## config.mk

```make
export PLATFORM = sky130hd
export DESIGN_NAME = mem_stage
export DESIGN_NICKNAME = d
export VERILOG_FILES = /design/src/rtl/cpu_pkg.sv /design/src/rtl/mem_bus_ctrl.sv /design/src/rtl/mem_stage.sv /design/src/rtl/mem_stage_reg.sv /design/src/rtl/mem_wb_decode.sv
export SDC_FILE = /design/constraint.sdc
export NUM_CORES = 1
export LEC_CHECK = 0
export BUFFER_PORTS_ARGS = -buffer_cell sky130_fd_sc_hd__buf_4
export CAP_MARGIN = 10
export CORE_AREA = 5 5 157 159
export DETAILED_ROUTE_END_ITERATION = 8
export DIE_AREA = 0 0 162 164
export GPL_TIMING_DRIVEN = 0
export PLACE_DENSITY = 0.64
export SLEW_MARGIN = 0
export SYNTH_ARGS = -nofsm -noshare
export SYNTH_HDL_FRONTEND = slang
export SYNTH_SLANG_ARGS = --single-unit
```

## constraint.sdc

```tcl
create_clock -name clk_i -period 10.5 [get_ports clk_i]
set_clock_uncertainty 0.05 [all_clocks]
set_input_delay 2.1 -clock clk_i [delete_from_list [all_inputs] [get_ports clk_i]]
set_output_delay 2.1 -clock clk_i [all_outputs]
set_load 0.03 [all_outputs]
```

## src/rtl/cpu_pkg.sv

```systemverilog
package cpu_pkg;

  // instruction word fields
  localparam int IR_TYPE_MSB = 31;
  localparam int IR_TYPE_LSB = 28;
  localparam int IR_OP_MSB   = 27;
  localparam int IR_OP_LSB   = 24;
  localparam int IR_RA_MSB   = 23;
  localparam int IR_RA_LSB   = 20;

  localparam logic [3:0] LINK_REG = 4'd13; // %13 takes the return address

  // write-back modes
  localparam logic [1:0] WB_NONE = 2'd0;
  localparam logic [1:0] WB_BOTH = 2'd3;

  localparam logic [31:0] LINK_OFFSET = 32'd4;

  // instruction class, bits 31..28
  typedef enum logic [3:0] {
    T_INH    = 4'h0,
    T_ALU    = 4'h1,
    T_LOAD   = 4'h2,
    T_STORE  = 4'h3,
    T_BRANCH = 4'h4,
    T_JUMP   = 4'h5
  } ir_type_e;

  // access size, low opcode bits 25..24
  typedef enum logic [1:0] {
    SZ_WORD     = 2'h0,
    SZ_HALF     = 2'h1,
    SZ_BYTE     = 2'h2,
    SZ_WORD_ALT = 2'h3 // handled as a word
  } mem_size_e;

endpackage

```

## src/rtl/mem_bus_ctrl.sv

```systemverilog
`timescale 1ns/1ns

module mem_bus_ctrl (
  input  logic [63:0] ir_i,
  input  logic [31:0] result_i,
  input  logic [31:0] reg_data1_i,
  input  logic        exc_i,
  input  logic        bus_ack_i,
  input  logic [31:0] bus_dat_i,
  output logic        bus_cyc_o,
  output logic        bus_we_o,
  output logic [31:0] bus_adr_o,
  output logic [31:0] bus_dat_o,
  output logic [3:0]  bus_sel_o,
  output logic [31:0] load_data_o,
  output logic        bus_stall_o
);

  cpu_pkg::ir_type_e  ir_type;
  cpu_pkg::mem_size_e ir_size;
  logic [3:0]         ir_op;
  logic               is_mem;

  assign ir_type = cpu_pkg::ir_type_e'(ir_i[cpu_pkg::IR_TYPE_MSB:cpu_pkg::IR_TYPE_LSB]);
  assign ir_op   = ir_i[cpu_pkg::IR_OP_MSB:cpu_pkg::IR_OP_LSB];
  assign ir_size = cpu_pkg::mem_size_e'(ir_op[1:0]);

  assign is_mem = (ir_type == cpu_pkg::T_LOAD) || (ir_type == cpu_pkg::T_STORE);

  // an exception never reaches the bus
  assign bus_cyc_o = is_mem && !exc_i;
  assign bus_we_o  = bus_cyc_o && (ir_type == cpu_pkg::T_STORE);
  assign bus_adr_o = result_i;
  assign bus_dat_o = reg_data1_i;

  assign bus_stall_o = bus_cyc_o && !bus_ack_i; // waiting on ack

  // big-endian lanes, lane 3 is the top byte
  always_comb
  begin
    case (ir_size)
      cpu_pkg::SZ_WORD:     bus_sel_o = 4'b1111;
      cpu_pkg::SZ_WORD_ALT: bus_sel_o = 4'b1111;
      cpu_pkg::SZ_HALF:     bus_sel_o = result_i[1] ? 4'b0011 : 4'b1100;
      cpu_pkg::SZ_BYTE:
      begin
        case (result_i[1:0])
          2'b00: bus_sel_o = 4'b1000;
          2'b01: bus_sel_o = 4'b0100;
          2'b10: bus_sel_o = 4'b0010;
          2'b11: bus_sel_o = 4'b0001;
        endcase
      end
    endcase
  end

  // shift the selected lanes down, zero fill
  always_comb
  begin
    case (ir_size)
      cpu_pkg::SZ_WORD:     load_data_o = bus_dat_i;
      cpu_pkg::SZ_WORD_ALT: load_data_o = bus_dat_i;
      cpu_pkg::SZ_HALF:
      begin
        if (result_i[1])
          load_data_o = {16'h0000, bus_dat_i[15:0]};
        else
          load_data_o = {16'h0000, bus_dat_i[31:16]};
      end
      cpu_pkg::SZ_BYTE:
      begin
        case (result_i[1:0])
          2'b00: load_data_o = {24'h000000, bus_dat_i[31:24]};
          2'b01: load_data_o = {24'h000000, bus_dat_i[23:16]};
          2'b10: load_data_o = {24'h000000, bus_dat_i[15:8]};
          2'b11: load_data_o = {24'h000000, bus_dat_i[7:0]};
        endcase
      end
    endcase
  end

  // combinational block, checked once the inputs settle
  always_comb
  begin
    assert final (!bus_cyc_o || bus_sel_o != 4'h0)
      else $error("bus cycle with no byte lane selected");
  end

endmodule

```

## src/rtl/mem_stage.sv

```systemverilog
`timescale 1ns/1ns

module mem_stage (
  input  logic        clk_i,
  input  logic        rst_i,
  input  logic        stall_i,
  output logic        stall_o,
  input  logic        halt_i,
  output logic        halt_o,
  input  logic [31:0] result_i,
  output logic [31:0] result_o,
  input  logic [31:0] reg_data1_i,
  input  logic [1:0]  reg_write_i,
  output logic [1:0]  reg_write_o,
  input  logic [31:0] pc_i,
  output logic [31:0] pc_o,
  input  logic        pc_set_i,
  output logic        pc_set_o,
  input  logic [63:0] ir_i,
  output logic [63:0] ir_o,
  output logic [3:0]  reg_write_addr_o,
  input  logic [3:0]  bank_i,
  output logic [3:0]  bank_o,
  input  logic        exc_i,
  output logic        exc_o,
  output logic [31:0] bus_adr_o,
  output logic        bus_we_o,
  output logic        bus_cyc_o,
  input  logic        bus_ack_i,
  input  logic [31:0] bus_dat_i,
  output logic [31:0] bus_dat_o,
  output logic [3:0]  bus_sel_o
);

  logic [31:0] load_data;
  logic        bus_stall;
  logic [3:0]  wb_addr;
  logic [1:0]  wb_mode;
  logic [31:0] pc_next;
  logic        pc_set_next;
  logic        link_sel;
  logic        load_sel;
  logic [31:0] link_value;

  assign stall_o = bus_stall; // holds the earlier stages

  mem_bus_ctrl u_bus_ctrl (
    .ir_i        (ir_i),
    .result_i    (result_i),
    .reg_data1_i (reg_data1_i),
    .exc_i       (exc_i),
    .bus_ack_i   (bus_ack_i),
    .bus_dat_i   (bus_dat_i),
    .bus_cyc_o   (bus_cyc_o),
    .bus_we_o    (bus_we_o),
    .bus_adr_o   (bus_adr_o),
    .bus_dat_o   (bus_dat_o),
    .bus_sel_o   (bus_sel_o),
    .load_data_o (load_data),
    .bus_stall_o (bus_stall)
  );

  mem_wb_decode u_wb_decode (
    .ir_i          (ir_i),
    .pc_i          (pc_i),
    .result_i      (result_i),
    .exc_i         (exc_i),
    .reg_write_i   (reg_write_i),
    .pc_set_i      (pc_set_i),
    .wb_addr_o     (wb_addr),
    .wb_mode_o     (wb_mode),
    .pc_next_o     (pc_next),
    .pc_set_next_o (pc_set_next),
    .link_sel_o    (link_sel),
    .load_sel_o    (load_sel),
    .link_value_o  (link_value)
  );

  mem_stage_reg u_stage_reg (
    .clk_i            (clk_i),
    .rst_i            (rst_i),
    .stall_i          (stall_i),
    .bus_stall_i      (bus_stall),
    .result_i         (result_i),
    .load_data_i      (load_data),
    .link_value_i     (link_value),
    .link_sel_i       (link_sel),
    .load_sel_i       (load_sel),
    .wb_addr_i        (wb_addr),
    .wb_mode_i        (wb_mode),
    .pc_next_i        (pc_next),
    .pc_set_next_i    (pc_set_next),
    .ir_i             (ir_i),
    .bank_i           (bank_i),
    .halt_i           (halt_i),
    .exc_i            (exc_i),
    .result_o         (result_o),
    .reg_write_addr_o (reg_write_addr_o),
    .reg_write_o      (reg_write_o),
    .pc_o             (pc_o),
    .pc_set_o         (pc_set_o),
    .ir_o             (ir_o),
    .bank_o           (bank_o),
    .halt_o           (halt_o),
    .exc_o            (exc_o)
  );

endmodule

```

## src/rtl/mem_stage_reg.sv

```systemverilog
`timescale 1ns/1ns

module mem_stage_reg (
  input  logic        clk_i,
  input  logic        rst_i,
  input  logic        stall_i,
  input  logic        bus_stall_i,
  input  logic [31:0] result_i,
  input  logic [31:0] load_data_i,
  input  logic [31:0] link_value_i,
  input  logic        link_sel_i,
  input  logic        load_sel_i,
  input  logic [3:0]  wb_addr_i,
  input  logic [1:0]  wb_mode_i,
  input  logic [31:0] pc_next_i,
  input  logic        pc_set_next_i,
  input  logic [63:0] ir_i,
  input  logic [3:0]  bank_i,
  input  logic        halt_i,
  input  logic        exc_i,
  output logic [31:0] result_o,
  output logic [3:0]  reg_write_addr_o,
  output logic [1:0]  reg_write_o,
  output logic [31:0] pc_o,
  output logic        pc_set_o,
  output logic [63:0] ir_o,
  output logic [3:0]  bank_o,
  output logic        halt_o,
  output logic        exc_o
);

  logic        hold;
  logic [31:0] result_sel;

  assign hold = stall_i || bus_stall_i;

  // link wins, then load data, else the execute result
  always_comb
  begin
    if (link_sel_i)
      result_sel = link_value_i;
    else if (load_sel_i)
      result_sel = load_data_i;
    else
      result_sel = result_i;
  end

  always_ff @(posedge clk_i or posedge rst_i)
  begin
    if (rst_i)
    begin
      result_o         <= 32'h0;
      reg_write_addr_o <= 4'h0;
      reg_write_o      <= cpu_pkg::WB_NONE;
      pc_o             <= 32'h0;
      pc_set_o         <= 1'b0;
      ir_o             <= 64'h0;
      bank_o           <= 4'h0;
      halt_o           <= 1'b0;
      exc_o            <= 1'b0;
    end
    else if (!hold)
    begin
      result_o         <= result_sel;
      reg_write_addr_o <= wb_addr_i;
      reg_write_o      <= wb_mode_i;
      pc_o             <= pc_next_i;
      pc_set_o         <= pc_set_next_i;
      ir_o             <= ir_i;
      bank_o           <= bank_i;
      halt_o           <= halt_i;
      exc_o            <= exc_i;
    end
  end

  // a stalled cycle leaves the whole bundle untouched at the next edge
  hold_keeps_outputs: assert property (
    @(posedge clk_i) disable iff (rst_i)
    hold |=> ($stable(result_o) && $stable(reg_write_addr_o) &&
              $stable(reg_write_o) && $stable(pc_o) && $stable(pc_set_o) &&
              $stable(ir_o) && $stable(bank_o) && $stable(halt_o) &&
              $stable(exc_o))
  ) else $error("stage outputs changed after a stalled cycle");

endmodule

```

## src/rtl/mem_wb_decode.sv

```systemverilog
`timescale 1ns/1ns

module mem_wb_decode (
  input  logic [63:0] ir_i,
  input  logic [31:0] pc_i,
  input  logic [31:0] result_i,
  input  logic        exc_i,
  input  logic [1:0]  reg_write_i,
  input  logic        pc_set_i,
  output logic [3:0]  wb_addr_o,
  output logic [1:0]  wb_mode_o,
  output logic [31:0] pc_next_o,
  output logic        pc_set_next_o,
  output logic        link_sel_o,
  output logic        load_sel_o,
  output logic [31:0] link_value_o
);

  cpu_pkg::ir_type_e ir_type;
  logic [3:0]        ir_ra;

  assign ir_type = cpu_pkg::ir_type_e'(ir_i[cpu_pkg::IR_TYPE_MSB:cpu_pkg::IR_TYPE_LSB]);
  assign ir_ra   = ir_i[cpu_pkg::IR_RA_MSB:cpu_pkg::IR_RA_LSB];

  assign link_value_o = pc_i + cpu_pkg::LINK_OFFSET; // return address

  always_comb
  begin
    wb_addr_o     = ir_ra;
    wb_mode_o     = reg_write_i;
    pc_next_o     = pc_i;
    pc_set_next_o = pc_set_i;
    link_sel_o    = 1'b0;
    load_sel_o    = 1'b0;

    if (exc_i)
    begin
      // jump to the handler in result_i and save the return address
      wb_addr_o     = cpu_pkg::LINK_REG;
      wb_mode_o     = cpu_pkg::WB_BOTH;
      pc_next_o     = result_i;
      pc_set_next_o = 1'b1;
      link_sel_o    = 1'b1;
    end
    else if (ir_type == cpu_pkg::T_LOAD)
    begin
      load_sel_o = 1'b1;
    end
  end

  always_comb
  begin
    assert final (!(link_sel_o && load_sel_o))
      else $error("link and load data both selected");
  end

endmodule

```

# ---- After elaboration in Yosys (flattened, before gate mapping)
# Index checks and enable logic that the tools add are counted.
dict set report word_totals {
  ff_bits 141
  input_bits 205
  output_inout_bits 212
  elab_cells 43
}
dict set report classes {
  n_mux 15
  reduce_logical 10
  n_addsub 1
  n_eq_ne 8
}
# cell n
set op_table {}
lappend op_table {{case mux 32 bit (4 select lines)} 1}
lappend op_table {{2-to-1 mux 32 bit} 3}
lappend op_table {{case mux 32 bit (3 select lines)} 1}
lappend op_table {{adder 32 x 3 -> 32 bit (second input constant)} 1}
lappend op_table {{2-to-1 mux 16 bit} 1}
lappend op_table {{case mux 4 bit (4 select lines)} 1}
lappend op_table {{case mux 4 bit (3 select lines)} 1}
lappend op_table {{== test 2 bit (second input constant)} 4}
lappend op_table {{== test 4 x 2 -> 1 bit (second input constant)} 2}
lappend op_table {{2-to-1 mux 4 bit} 2}
lappend op_table {{== test 2 x 1 -> 1 bit (second input constant)} 2}
lappend op_table {{zero test 2 bit} 2}
lappend op_table {{2-to-1 mux 1 bit} 4}
lappend op_table {{logical AND 1 bit} 3}
lappend op_table {{zero test 1 bit} 2}
lappend op_table {{logical OR 1 bit} 2}
lappend op_table {{2-to-1 mux 2 bit} 1}
lappend op_table {{OR reduction 2 bit} 1}

# ---- Longest topological paths before layout
# Gate-level depths: netlist of the first run.
dict set report depth {
  ltp_word 5
  ltp_mapped 10
  mapped_depth_nobuf 8
}

# ---- Hierarchy
# From an unflattened synthesis of the first run, not the netlist that was laid out.
dict set report hier_totals {
  hier_cells 752
  area_unflattened_um2 8511.9
}
# mod area_per_inst_um2 cells_per_inst seq_area_each_um2 n_inst
set by_module_without_submodules {}
lappend by_module_without_submodules {mem_stage_reg 6064.6 417 3528.4 1}
lappend by_module_without_submodules {mem_bus_ctrl 1402.6 196 0.0 1}
lappend by_module_without_submodules {mem_wb_decode 1044.8 139 0.0 1}

# ---- Worst setup path before layout of the first run
# No wires, ideal clock.
dict set report synth_timing {
  path_type {input to output}
  startpoint {in ir_i[24]}
  endpoint {out bus_sel_o[0]}
  path_buffers 2
  arrival_ps 3320
  required_ps 8350
  path_stages 7
  setup_slack_ps 5030
  cell_sequence {inv_1 > ha_1 > clkbuf_1 > a21o_1 > clkbuf_1 > a31oi_1 > inv_1}
}
dict set report synth_via {
  elab_chain_len 3
  elab_cells_between_ends 6
  classes_between {eq/ne (3); mux (1); reduce/logical (2)}
}
# element line_no
set synth_rtl {}
lappend synth_rtl {{from (decl)} mem_stage.sv:19} ;# input logic [63:0] ir_i,
lappend synth_rtl {{== test 2 bit or zero test 2 bit (tied branches)} mem_bus_ctrl.sv:41} ;# case (ir_size)
lappend synth_rtl {{OR reduction 2 bit (no line)} -}
lappend synth_rtl {{case mux 4 bit (3 select lines) (*)} mem_bus_ctrl.sv:41}
lappend synth_rtl {{to (decl)} mem_stage.sv:32} ;# output logic [3:0] bus_sel_o
# Every way passes the cells marked *; elsewhere a longest branch is shown, timed or not.

# ---- Worst setup path after layout of the first run
# Same ends and word-level chain as after synthesis.

==> out/results.txt, run 1 <==
Mapped Nets: 1080
Total grt overflow: 0
Number of fill cells: 2275
Hold Violations, Final: 0
Setup CP Type: in -> out
Crit-path cells: buf_4, inv_1, ha_1, clkbuf_1, a21o_1, clkbuf_1, a31oi_1, inv_1, buf_4
Share of cells above drive strength 1: 0.4039
P_leak: 5.914 nW
Die height: 164 um
DRC errors left: 0
Antenna Cells: 0
Largest net degree at the start of global routing: 80
Initial antenna violation count: 0
Routed wire length: 32390 um
Root Buffer: clkbuf_16
Worst Path Required: 8.35 ns
Worst slew margin: 0.3849
WL/cell: 20.56 um
Cts bufs inserted: 17
Crit share post-route: 0.5836
Port Buffers: 382
Drt initial violations: 465
Post-synth EDFFs: 0
Avg Synthesized Cell Area: 8.740 um^2
Synth-to-Final Area Change: 51.01%
Post-layout util: 0.4977
Yosys warnings: 0
CTS tree: done
Setup Slack @ Placement: 4.386 ns
Post-CTS Resized: 0
Cell taking the most area after synthesis: dfrtp_1
RSZ-0062 raised after global routing: no
CP Launch Type: primary input
Setup Buffers After CTS: 0
Hold/Removal Path Class: reg -> reg
Max cap viols: 0
H-tree Lvls: 4
Layout Cells excl Fill: 1575
Vias in the first global route: 7993
Async SR Flop Fraction: 1.000
Seq/Total Area, Yosys: 0.4630
Top_reg_cell synth: dfrtp_1
Yosys top cell area share: 0.4630
Vias/cell: 4.985
First-pass GRT wire length: 47820 um
Slew Limit Fails: 0
Inst Count DP: 1545
Fmax: 0.1632 GHz
Post-DRT Antenna Nets: 0
CP max stage delay: 0.40 ns
CTS clk-pin slew, worst paths: 0.06 ns
Hpwl dp: 25980 um
Status: completed
Largest buffer count on any clock path: 2
Final setup viols: 0
Gpl congestion: 0.8941
Final min period: 6.128 ns
Total Negative Setup Slacks: 0 ns
Fin worst setup slack: 4.372 ns
Io pins: 417
CP max stage cell: a31oi_1
Critical-path maximum fanout: 9
Floorplan die width: 162 um
WHS: 0.4220 ns
P per Cell Area: 157.6 nW/um^2
Die ar.: 26570 um^2
Post-Syn Instances: 872
Worst VDD drop: 0.0001108 V
Drt first pass iters: 5
Via Count: 7852
GR Util All Layers: 0.2360
FP Rows: 56
Core Area: 23120 um^2
Synth area leaders: dfrtp_1 46%, nand2_1 14%, buf_4 7.7%
Clock sinks: 141
Latest clock arrival within the worst-skew pair: 0.42 ns
Arrival @ worst endpoint: 3.98 ns
Netlist cell types: 48
Flop-to-flop setup slack: 9.61 ns
Slew @ Worst Pin: 0.9206 ns
Synth Register Bits: 141
Crit path capture type: output pin
# nets final: 1482
Starting density of the core: 0.3296
Syn Std Cell Area: 7621 um^2
Hold Buf Count CTS: 0
[cell families after synthesis]
| logic type | after synthesis | share of synthesized area |
|---|---|---|
| flip-flops | 141 | 0.4630 |
| adder cells (fa/ha/maj) | 3 | 0.004926 |
| multiplexers | 43 | 0.05697 |
| buffers and inverters | 128 | 0.1072 |
| AO/OA/AOI/OAI | 158 | 0.1330 |
| XOR/XNOR | 23 | 0.02643 |
| AND/OR/NAND/NOR | 376 | 0.2085 |
[layout make-up]
| cell class | instances | area (um^2) | share of cell area |
|---|---|---|---|
| sequential | 141 | 3528 | 0.3066 |
| multi-input combinational | 603 | 3276 | 0.2846 |
| timing repair buffer | 383 | 2895 | 0.2516 |
| buffer | 120 | 787.0 | 0.06838 |
| clock buffer | 18 | 439.2 | 0.03816 |
| tap | 290 | 362.8 | 0.03153 |
| clock inverter | 12 | 185.2 | 0.01609 |
| inverter | 8 | 35.03 | 0.003044 |
[report_power, final]
group	switching (mW)	internal [mW]	total [mW]
clock	0.252	0.405	0.657
sequential	0.0332	0.601	0.634
combinational	0.319	0.204	0.523
total	0.605	1.21	1.81
[cell usage in the layout, fill, tap and decap left out, drive strengths merged, types with 5 or more instances in the layout]
cell | Yosys | routed
a211oi | 15 | 15
a21oi | 22 | 22
a221o | 11 | 11
a22oi | 8 | 8
a31oi | 7 | 7
and2 | 5 | 5
and3 | 11 | 11
and4 | 6 | 6
buf | 98 | 481
clkbuf | 22 | 40
clkinv | 1 | 5
dfrtp | 141 | 141
inv | 7 | 10
mux2i | 40 | 40
nand2 | 280 | 280
nand3 | 21 | 21
nand4 | 11 | 11
nor2 | 28 | 28
o21a | 6 | 6
o21ai | 64 | 64
xnor2 | 12 | 12
xor2 | 11 | 11
[sequential cells by signal (all words and copies together), names as in the netlist]
register	count
u_stage_reg.halt_o	1
u_stage_reg.ir_o	64
u_stage_reg.pc_o	32
u_stage_reg.result_o	32
u_stage_reg.pc_set_o	1
u_stage_reg.bank_o	4
u_stage_reg.exc_o	1
u_stage_reg.reg_write_addr_o	4
u_stage_reg.reg_write_o	2
[path summary, 6_finish.rpt]
kind / startpoint / end / depth (start not counted)
setup / recovery: ir_i[24] / bus_sel_o[0] / 9
hold / removal: u_stage_reg.reg_write_o[1] / u_stage_reg.reg_write_o[1] / 2
setup reg to reg: u_stage_reg.result_o[30] / u_stage_reg.result_o[30] / 1
hold reg to reg: u_stage_reg.reg_write_o[1] / u_stage_reg.reg_write_o[1] / 2
max in group asynchronous: rst_i / u_stage_reg.result_o[16] / 3
min in group asynchronous: rst_i / u_stage_reg.ir_o[54] / 2
[synth_stat cells (11+ instances only)]
library cell / number
xnor2_1: 12
clkbuf_1: 22
dfrtp_1: 141
nor2_1: 28
o21ai_1: 11
buf_4: 78
nand3_1: 21
a221o_1: 11
and3_1: 11
a21oi_1: 22
mux2i_1: 40
xor2_1: 11
o21ai_0: 52
buf_2: 17
nand2_1: 280
nand4_1: 11
a211oi_1: 15
[worst max-delay path: cells and delay by family]
family	cells	cell delay, ns
buffers and inverters	6	0.99
adder cells (fa/ha/maj)	1	0.28
AO/OA/AOI/OAI	2	0.60
[through the flow]
stage	power (mW)	instance area, um^2
6_report	1.814	11510
5_1_grt	1.888	11510
4_1_cts	1.832	11510
3_5_place_dp	1.172	10880
3_3_place_gp	1.165	10850
2_1_floorplan	0.9250	7621
[per-layer routing]
layer  share of wire  vias up  GRT usage
li1                -     3709          -
met1            0.40     3728     0.2892
met2            0.50      376     0.4106
met3           0.082       39    0.06223
met4           0.019        0    0.06844
met5               0        -          0
No activity file was read; power rests on OpenSTA's default activity.
==> inputs of run 2 (changes only) <==
CORE_AREA = 5 5 160 162   (was 5 5 157 159)
DIE_AREA = 0 0 165 167   (was 0 0 162 164)
clock period = 5.5 ns   (was 10.5 ns; I/O delays follow)
==> run 2 against run 1 <==
Net effect: first-iteration DRC count shrank 17%; hold slack got worse by 0.0052 ns; flip-flop and latch count stayed put; core utilization fell by 1.9 points; worst setup slack got worse by 3.1 ns; cell count increased by 2.3%; sequential share of layout area is 0.087 points higher; total power is 82% higher; sequential power up 91%; wire length rose by 0.83%; clock-buffer cell count stayed put; critical path type unchanged.
==> out/results.txt, run 2 (synthesized netlist as in run 1, its figures left out) <==
Setup Buffers After CTS: 0
Largest register by flop count: u_stage_reg.ir_o
Clock sinks: 141
DRC errors left: 0
H-tree Lvls: 4
RSZ-0062 raised after global routing: no
Max cap viols: 0
Port Buffers: 382
Status: completed
Most frequent cells in the layout: 460 x buf_4, 280 x nand2_1, 141 x dfrtp_1
R2R cell count: 1
Hpwl dp: 26150 um
CTS tree: done
Via Count: 7802
Starting density of the core: 0.3180
Critical-path maximum fanout: 9
Multi-input gate area: 3276 um^2
Drt initial violations: 384
Drt first pass iters: 6
Core Area: 23960 um^2
WL/cell: 20.27 um
Total Negative Setup Slacks: 0 ns
Worst Path Buf+Inv: 6
Floorplan die width: 165 um
Cts bufs inserted: 17
Hold Buf Count CTS: 0
Reg2Reg Capture Point: u_stage_reg.result_o[26]
Number of fill cells: 2412
Final setup viols: 0
CP max stage delay: 0.49 ns
Latest clock arrival within the worst-skew pair: 0.41 ns
Largest buffer count on any clock path: 2
Io pins: 417
Worst Path Required: 4.35 ns
Slew @ Worst Pin: 0.9626 ns
Routed wire length: 32660 um
Flop-to-flop setup slack: 4.62 ns
Post-CTS Resized: 0
Crit-path cells: buf_4, inv_1, ha_1, clkbuf_1, a21o_1, clkbuf_1, a31oi_1, inv_1, buf_4
Slew Limit Fails: 0
Initial antenna violation count: 0
CP Launch Type: primary input
Arrival @ worst endpoint: 3.04 ns
Post-DRT Antenna Nets: 0
Synth-to-Final Area Change: 50.58%
RR Startpoint: u_stage_reg.result_o[26]
Largest net degree at the start of global routing: 79
Crit share post-route: 0.7620
Post-layout util: 0.4789
Max reg flops: 64
Antenna Cells: 0
Final Instance Area: 11480 um^2
FP Rows: 57
Hold path cells: 2
Hold/Removal Path Class: reg -> reg
Crit path capture type: output pin
GR Util All Layers: 0.2287
Final min period: 4.191 ns
CP max stage cell: a31oi_1
Layout Cells excl Fill: 1611
Worst slew margin: 0.3569
Final Power: 3.310 mW
Register area: 3528 um^2
Worst VDD drop: 0.0001670 V
Cell Area, Placed: 10930 um^2
Vias/cell: 4.843
CTS clk-pin slew, worst paths: 0.06 ns
Root Buffer: clkbuf_16
Total grt overflow: 0
Most common cell after layout, fill and taps aside: buf_4
Hold Violations, Final: 0
Die ar.: 27560 um^2
Biggest regs: u_stage_reg.ir_o (64), u_stage_reg.pc_o (32), u_stage_reg.result_o (32)
Gpl congestion: 0.8530
Min-delay src: u_stage_reg.reg_write_o[1]
# nets final: 1482
P per Cell Area: 288.4 nW/um^2
First-pass GRT wire length: 47990 um
P_leak: 5.873 nW
Vias in the first global route: 7849
Hold Path Sink: u_stage_reg.reg_write_o[1]
Share of cells above drive strength 1: 0.4040
Critical path's top delay family: buffers and inverters
Fmax: 0.2386 GHz
Inst Count DP: 1579
Die height: 167 um
Setup CP Type: in -> out
==> run 2: worst max path at each step <==
| stage | startpoint | to | cells past startpoint |
|---|---|---|---|
| 3_5_place_dp | ir_i[24] | bus_sel_o[0] | 9 |
| 5_1_grt | ir_i[24] | bus_sel_o[0] | 9 |
| 4_1_cts | ir_i[24] | bus_sel_o[0] | 9 |
| 6_report | ir_i[24] | bus_sel_o[0] | 9 |
| 2_1_floorplan | rst_i | u_stage_reg.bank_o[0] | 1 |
| 3_3_place_gp | rst_i | u_stage_reg.pc_o[27] | 2 |
==> run 2: through the flow <==
step                      hold WS [ns]  setup WS (ns)
after global routing            0.4426          1.188
after global placement          0.4036         -1.517
after floorplan                 0.5905         0.5688
after detailed placement        0.4089          1.387
after CTS                       0.4232          1.361
final                           0.4168          1.309
==> run 2: layout make-up <==
type / instances / area share
flip-flops and latches: 141 / 0.3075
multi-input cells: 603 / 0.2854
repair buffers: 383 / 0.2523
plain buffers: 120 / 0.06858
clock buffers: 18 / 0.03740
well taps: 324 / 0.03532
clock inverters: 14 / 0.01047
inverters: 8 / 0.003053
==> run 2: where the power goes <==
| group | internal, mW | switching, mW |
|---|---|---|
| Combinational | 0.389 | 0.610 |
| Sequential | 1.15 | 0.0611 |
| Clock | 0.593 | 0.510 |
| Total | 2.13 | 1.18 |
==> run 2: layer usage <==
layer  global-route usage  part of all wire  vias up
li1                     -                 -     3718
met1               0.2812              0.40     3670
met2               0.3944              0.49      377
met3              0.05882             0.087       37
met4              0.06401             0.019        0
met5                    0                 0        -
==> inputs of run 3 (changes only) <==
ABC_AREA = 1   (was unset)
CORE_AREA = 5 5 161 163   (was 5 5 160 162)
DIE_AREA = 0 0 166 168   (was 0 0 165 167)
PLACE_DENSITY = 0.63   (was 0.64)
clock period = 3.95 ns   (was 5.5 ns; I/O delays follow)
==> run 3 against run 2 <==
Net effect: first-iteration DRC count increased by 49%; clock power up 46%; total power grew 43%; synthesized cell count rose by 26%; die area increased by 1.2%; synthesized area up 4.8%; wire length rose by 8.7%; non-clock buffer count down 7; via count rose by 11%; hold slack worse by 0.13 ns; largest cell class unchanged; highest routed layer unchanged.
==> out/results.txt, run 3 <==
Gpl congestion: 0.9203
Clock sinks: 141
Hold Violations, Final: 0
CP max stage delay: 0.36 ns
Post-CTS Resized: 0
RSZ-0062 raised after global routing: no
GR Util All Layers: 0.2478
Worst VDD drop: 0.0002722 V
Synth area leaders: dfrtp_1 44%, nand2_1 21%, buf_4 6.8%
Number of fill cells: 2421
Netlist cell types: 33
Post-synth EDFFs: 0
Largest net degree at the start of global routing: 39
Latest clock arrival within the worst-skew pair: 0.42 ns
P_leak: 6.298 nW
First-pass GRT wire length: 53480 um
Yosys top cell area share: 0.4419
Setup Buffers After CTS: 0
Worst Path Required: 3.11 ns
Critical-path maximum fanout: 10
Crit share post-route: 0.7928
Hold Buf Count CTS: 0
Setup CP Type: in -> out
WHS: 0.2837 ns
Slew Limit Fails: 0
CP Launch Type: primary input
Top_reg_cell synth: dfrtp_1
Crit path capture type: output pin
Hold/Removal Path Class: in -> async
Most frequent cells in the layout: 455 x buf_4, 443 x nand2_1, 141 x nor2_1, 141 x dfrtp_1, 54 x a21oi_1
Most common cell after layout, fill and taps aside: buf_4
Vias in the first global route: 8828
Arrival @ worst endpoint: 2.29 ns
Fmax: 0.3193 GHz
CTS clk-pin slew, worst paths: 0.07 ns
Starting density of the core: 0.3303
Die ar.: 27890 um^2
Mapped Nets: 1306
Port Buffers: 383
Post-Syn Instances: 1098
Final min period: 3.131 ns
Status: completed
Largest register by flop count: u_stage_reg.ir_o
Core Area: 24180 um^2
Hpwl dp: 28890 um
Share of cells above drive strength 1: 0.3764
Async SR Flop Fraction: 1.000
Register area: 3528 um^2
H-tree Lvls: 4
CTS tree: done
Seq/Total Area, Yosys: 0.4419
DRC errors left: 0
CP max stage cell: ha_1
Cts bufs inserted: 17
Via Count: 8680
Crit-path cells: buf_4, inv_1, ha_1, inv_1, buf_4, nand2_2, or2_2, buf_4
Vias/cell: 4.712
Slew @ Worst Pin: 0.6728 ns
Final Power: 4.746 mW
Io pins: 417
# nets final: 1712
Max reg flops: 64
Synth-to-Final Area Change: 49.36%
Avg Synthesized Cell Area: 7.272 um^2
Floorplan die width: 166 um
Max cap viols: 0
Initial antenna violation count: 1
Worst slew margin: 0.5515
Total Negative Setup Slacks: 0 ns
Largest buffer count on any clock path: 2
Total grt overflow: 0
P per Cell Area: 397.9 nW/um^2
Syn Std Cell Area: 7985 um^2
Drt initial violations: 573
Final setup viols: 0
Cell with the most instances after synthesis: nand2_1
WL/cell: 19.26 um
Yosys warnings: 0
Die height: 168 um
FP Rows: 57
Biggest regs: u_stage_reg.ir_o (64), u_stage_reg.pc_o (32), u_stage_reg.result_o (32)
Root Buffer: clkbuf_16
Synth top cells by count: 443 x nand2_1, 141 x dfrtp_1, 141 x nor2_1
Cell taking the most area after synthesis: dfrtp_1
Routed wire length: 35480 um
Multi-input gate area: 3520 um^2
Synth Register Bits: 141
Post-DRT Antenna Nets: 0
Drt first pass iters: 7
Most used cell along the critical path: buf_4
[run 3: cell types whose count changed after synthesis, sizes merged, moves of 33 or more]
cell   change
mux2i     -40
o21ai     -47
o22ai     +33
nand2    +177
a21oi     +36
inv       +42
nor2     +127
[run 3: critical path: cells and delay by family]
family	cells	cell delay [ns]
buffers and inverters	5	0.64
AND/OR/NAND/NOR	2	0.49
adder cells (fa/ha/maj)	1	0.36
[run 3: per-stage QoR]
stage	utilization	setup WS [ns]	instances	cell area, um^2
2_1_floorplan	-	1.181	1098	7989
3_3_place_gp	0.4661	0.3064	1805	11270
3_5_place_dp	0.4694	0.8326	1809	11350
4_1_cts	0.4932	0.8246	1841	11920
5_1_grt	0.4933	0.7385	1842	11930
6_report	0.4933	0.8185	1842	11930
[run 3: layout make-up]
class                      count  share of cell area
sequential                   141              0.2958
multi-input combinational    797              0.2951
timing repair buffer         387              0.2478
buffer                       109             0.06253
clock buffer                  18             0.03598
tap                          324             0.03399
inverter                      51             0.01637
clock inverter                14             0.01217
antenna                        1           0.0002098
[run 3: worst paths after layout]
check | startpoint | endpoint | slack, ns | depth (start not counted)
min in group clk_i | u_stage_reg.result_o[30] | u_stage_reg.result_o[30] | 0.43 | 2
min reg2reg | u_stage_reg.result_o[30] | u_stage_reg.result_o[30] | 0.43 | 2
min | rst_i | u_stage_reg.reg_write_o[1] | 0.28 | 2
max reg2reg | u_stage_reg.result_o[18] | u_stage_reg.result_o[18] | 2.99 | 3
max in group asynchronous | rst_i | u_stage_reg.pc_o[9] | 2.84 | 4
max | ir_i[24] | bus_sel_o[1] | 0.82 | 8
[run 3: per-layer routing]
layer	track usage	routed length, um
met4	0.09577	1307
met5	0	0
met1	0.2968	13960
met2	0.4251	17360
met3	0.06893	2853
[run 3: power breakdown]
group	internal [mW]	total [mW]	switching, mW
Sequential	1.60	1.69	0.0873
Combinational	0.548	1.45	0.901
Clock	0.892	1.61	0.719
Total	3.04	4.75	1.71
[run 3: logic make-up after synthesis]
kind of cell | after synthesis | share of synthesized area
AO/OA/AOI/OAI | 117 | 0.08367
XOR/XNOR | 5 | 0.005484
adder cells (fa/ha/maj) | 3 | 0.004701
buffers and inverters | 160 | 0.1174
flip-flops | 141 | 0.4419
AND/OR/NAND/NOR | 672 | 0.3469
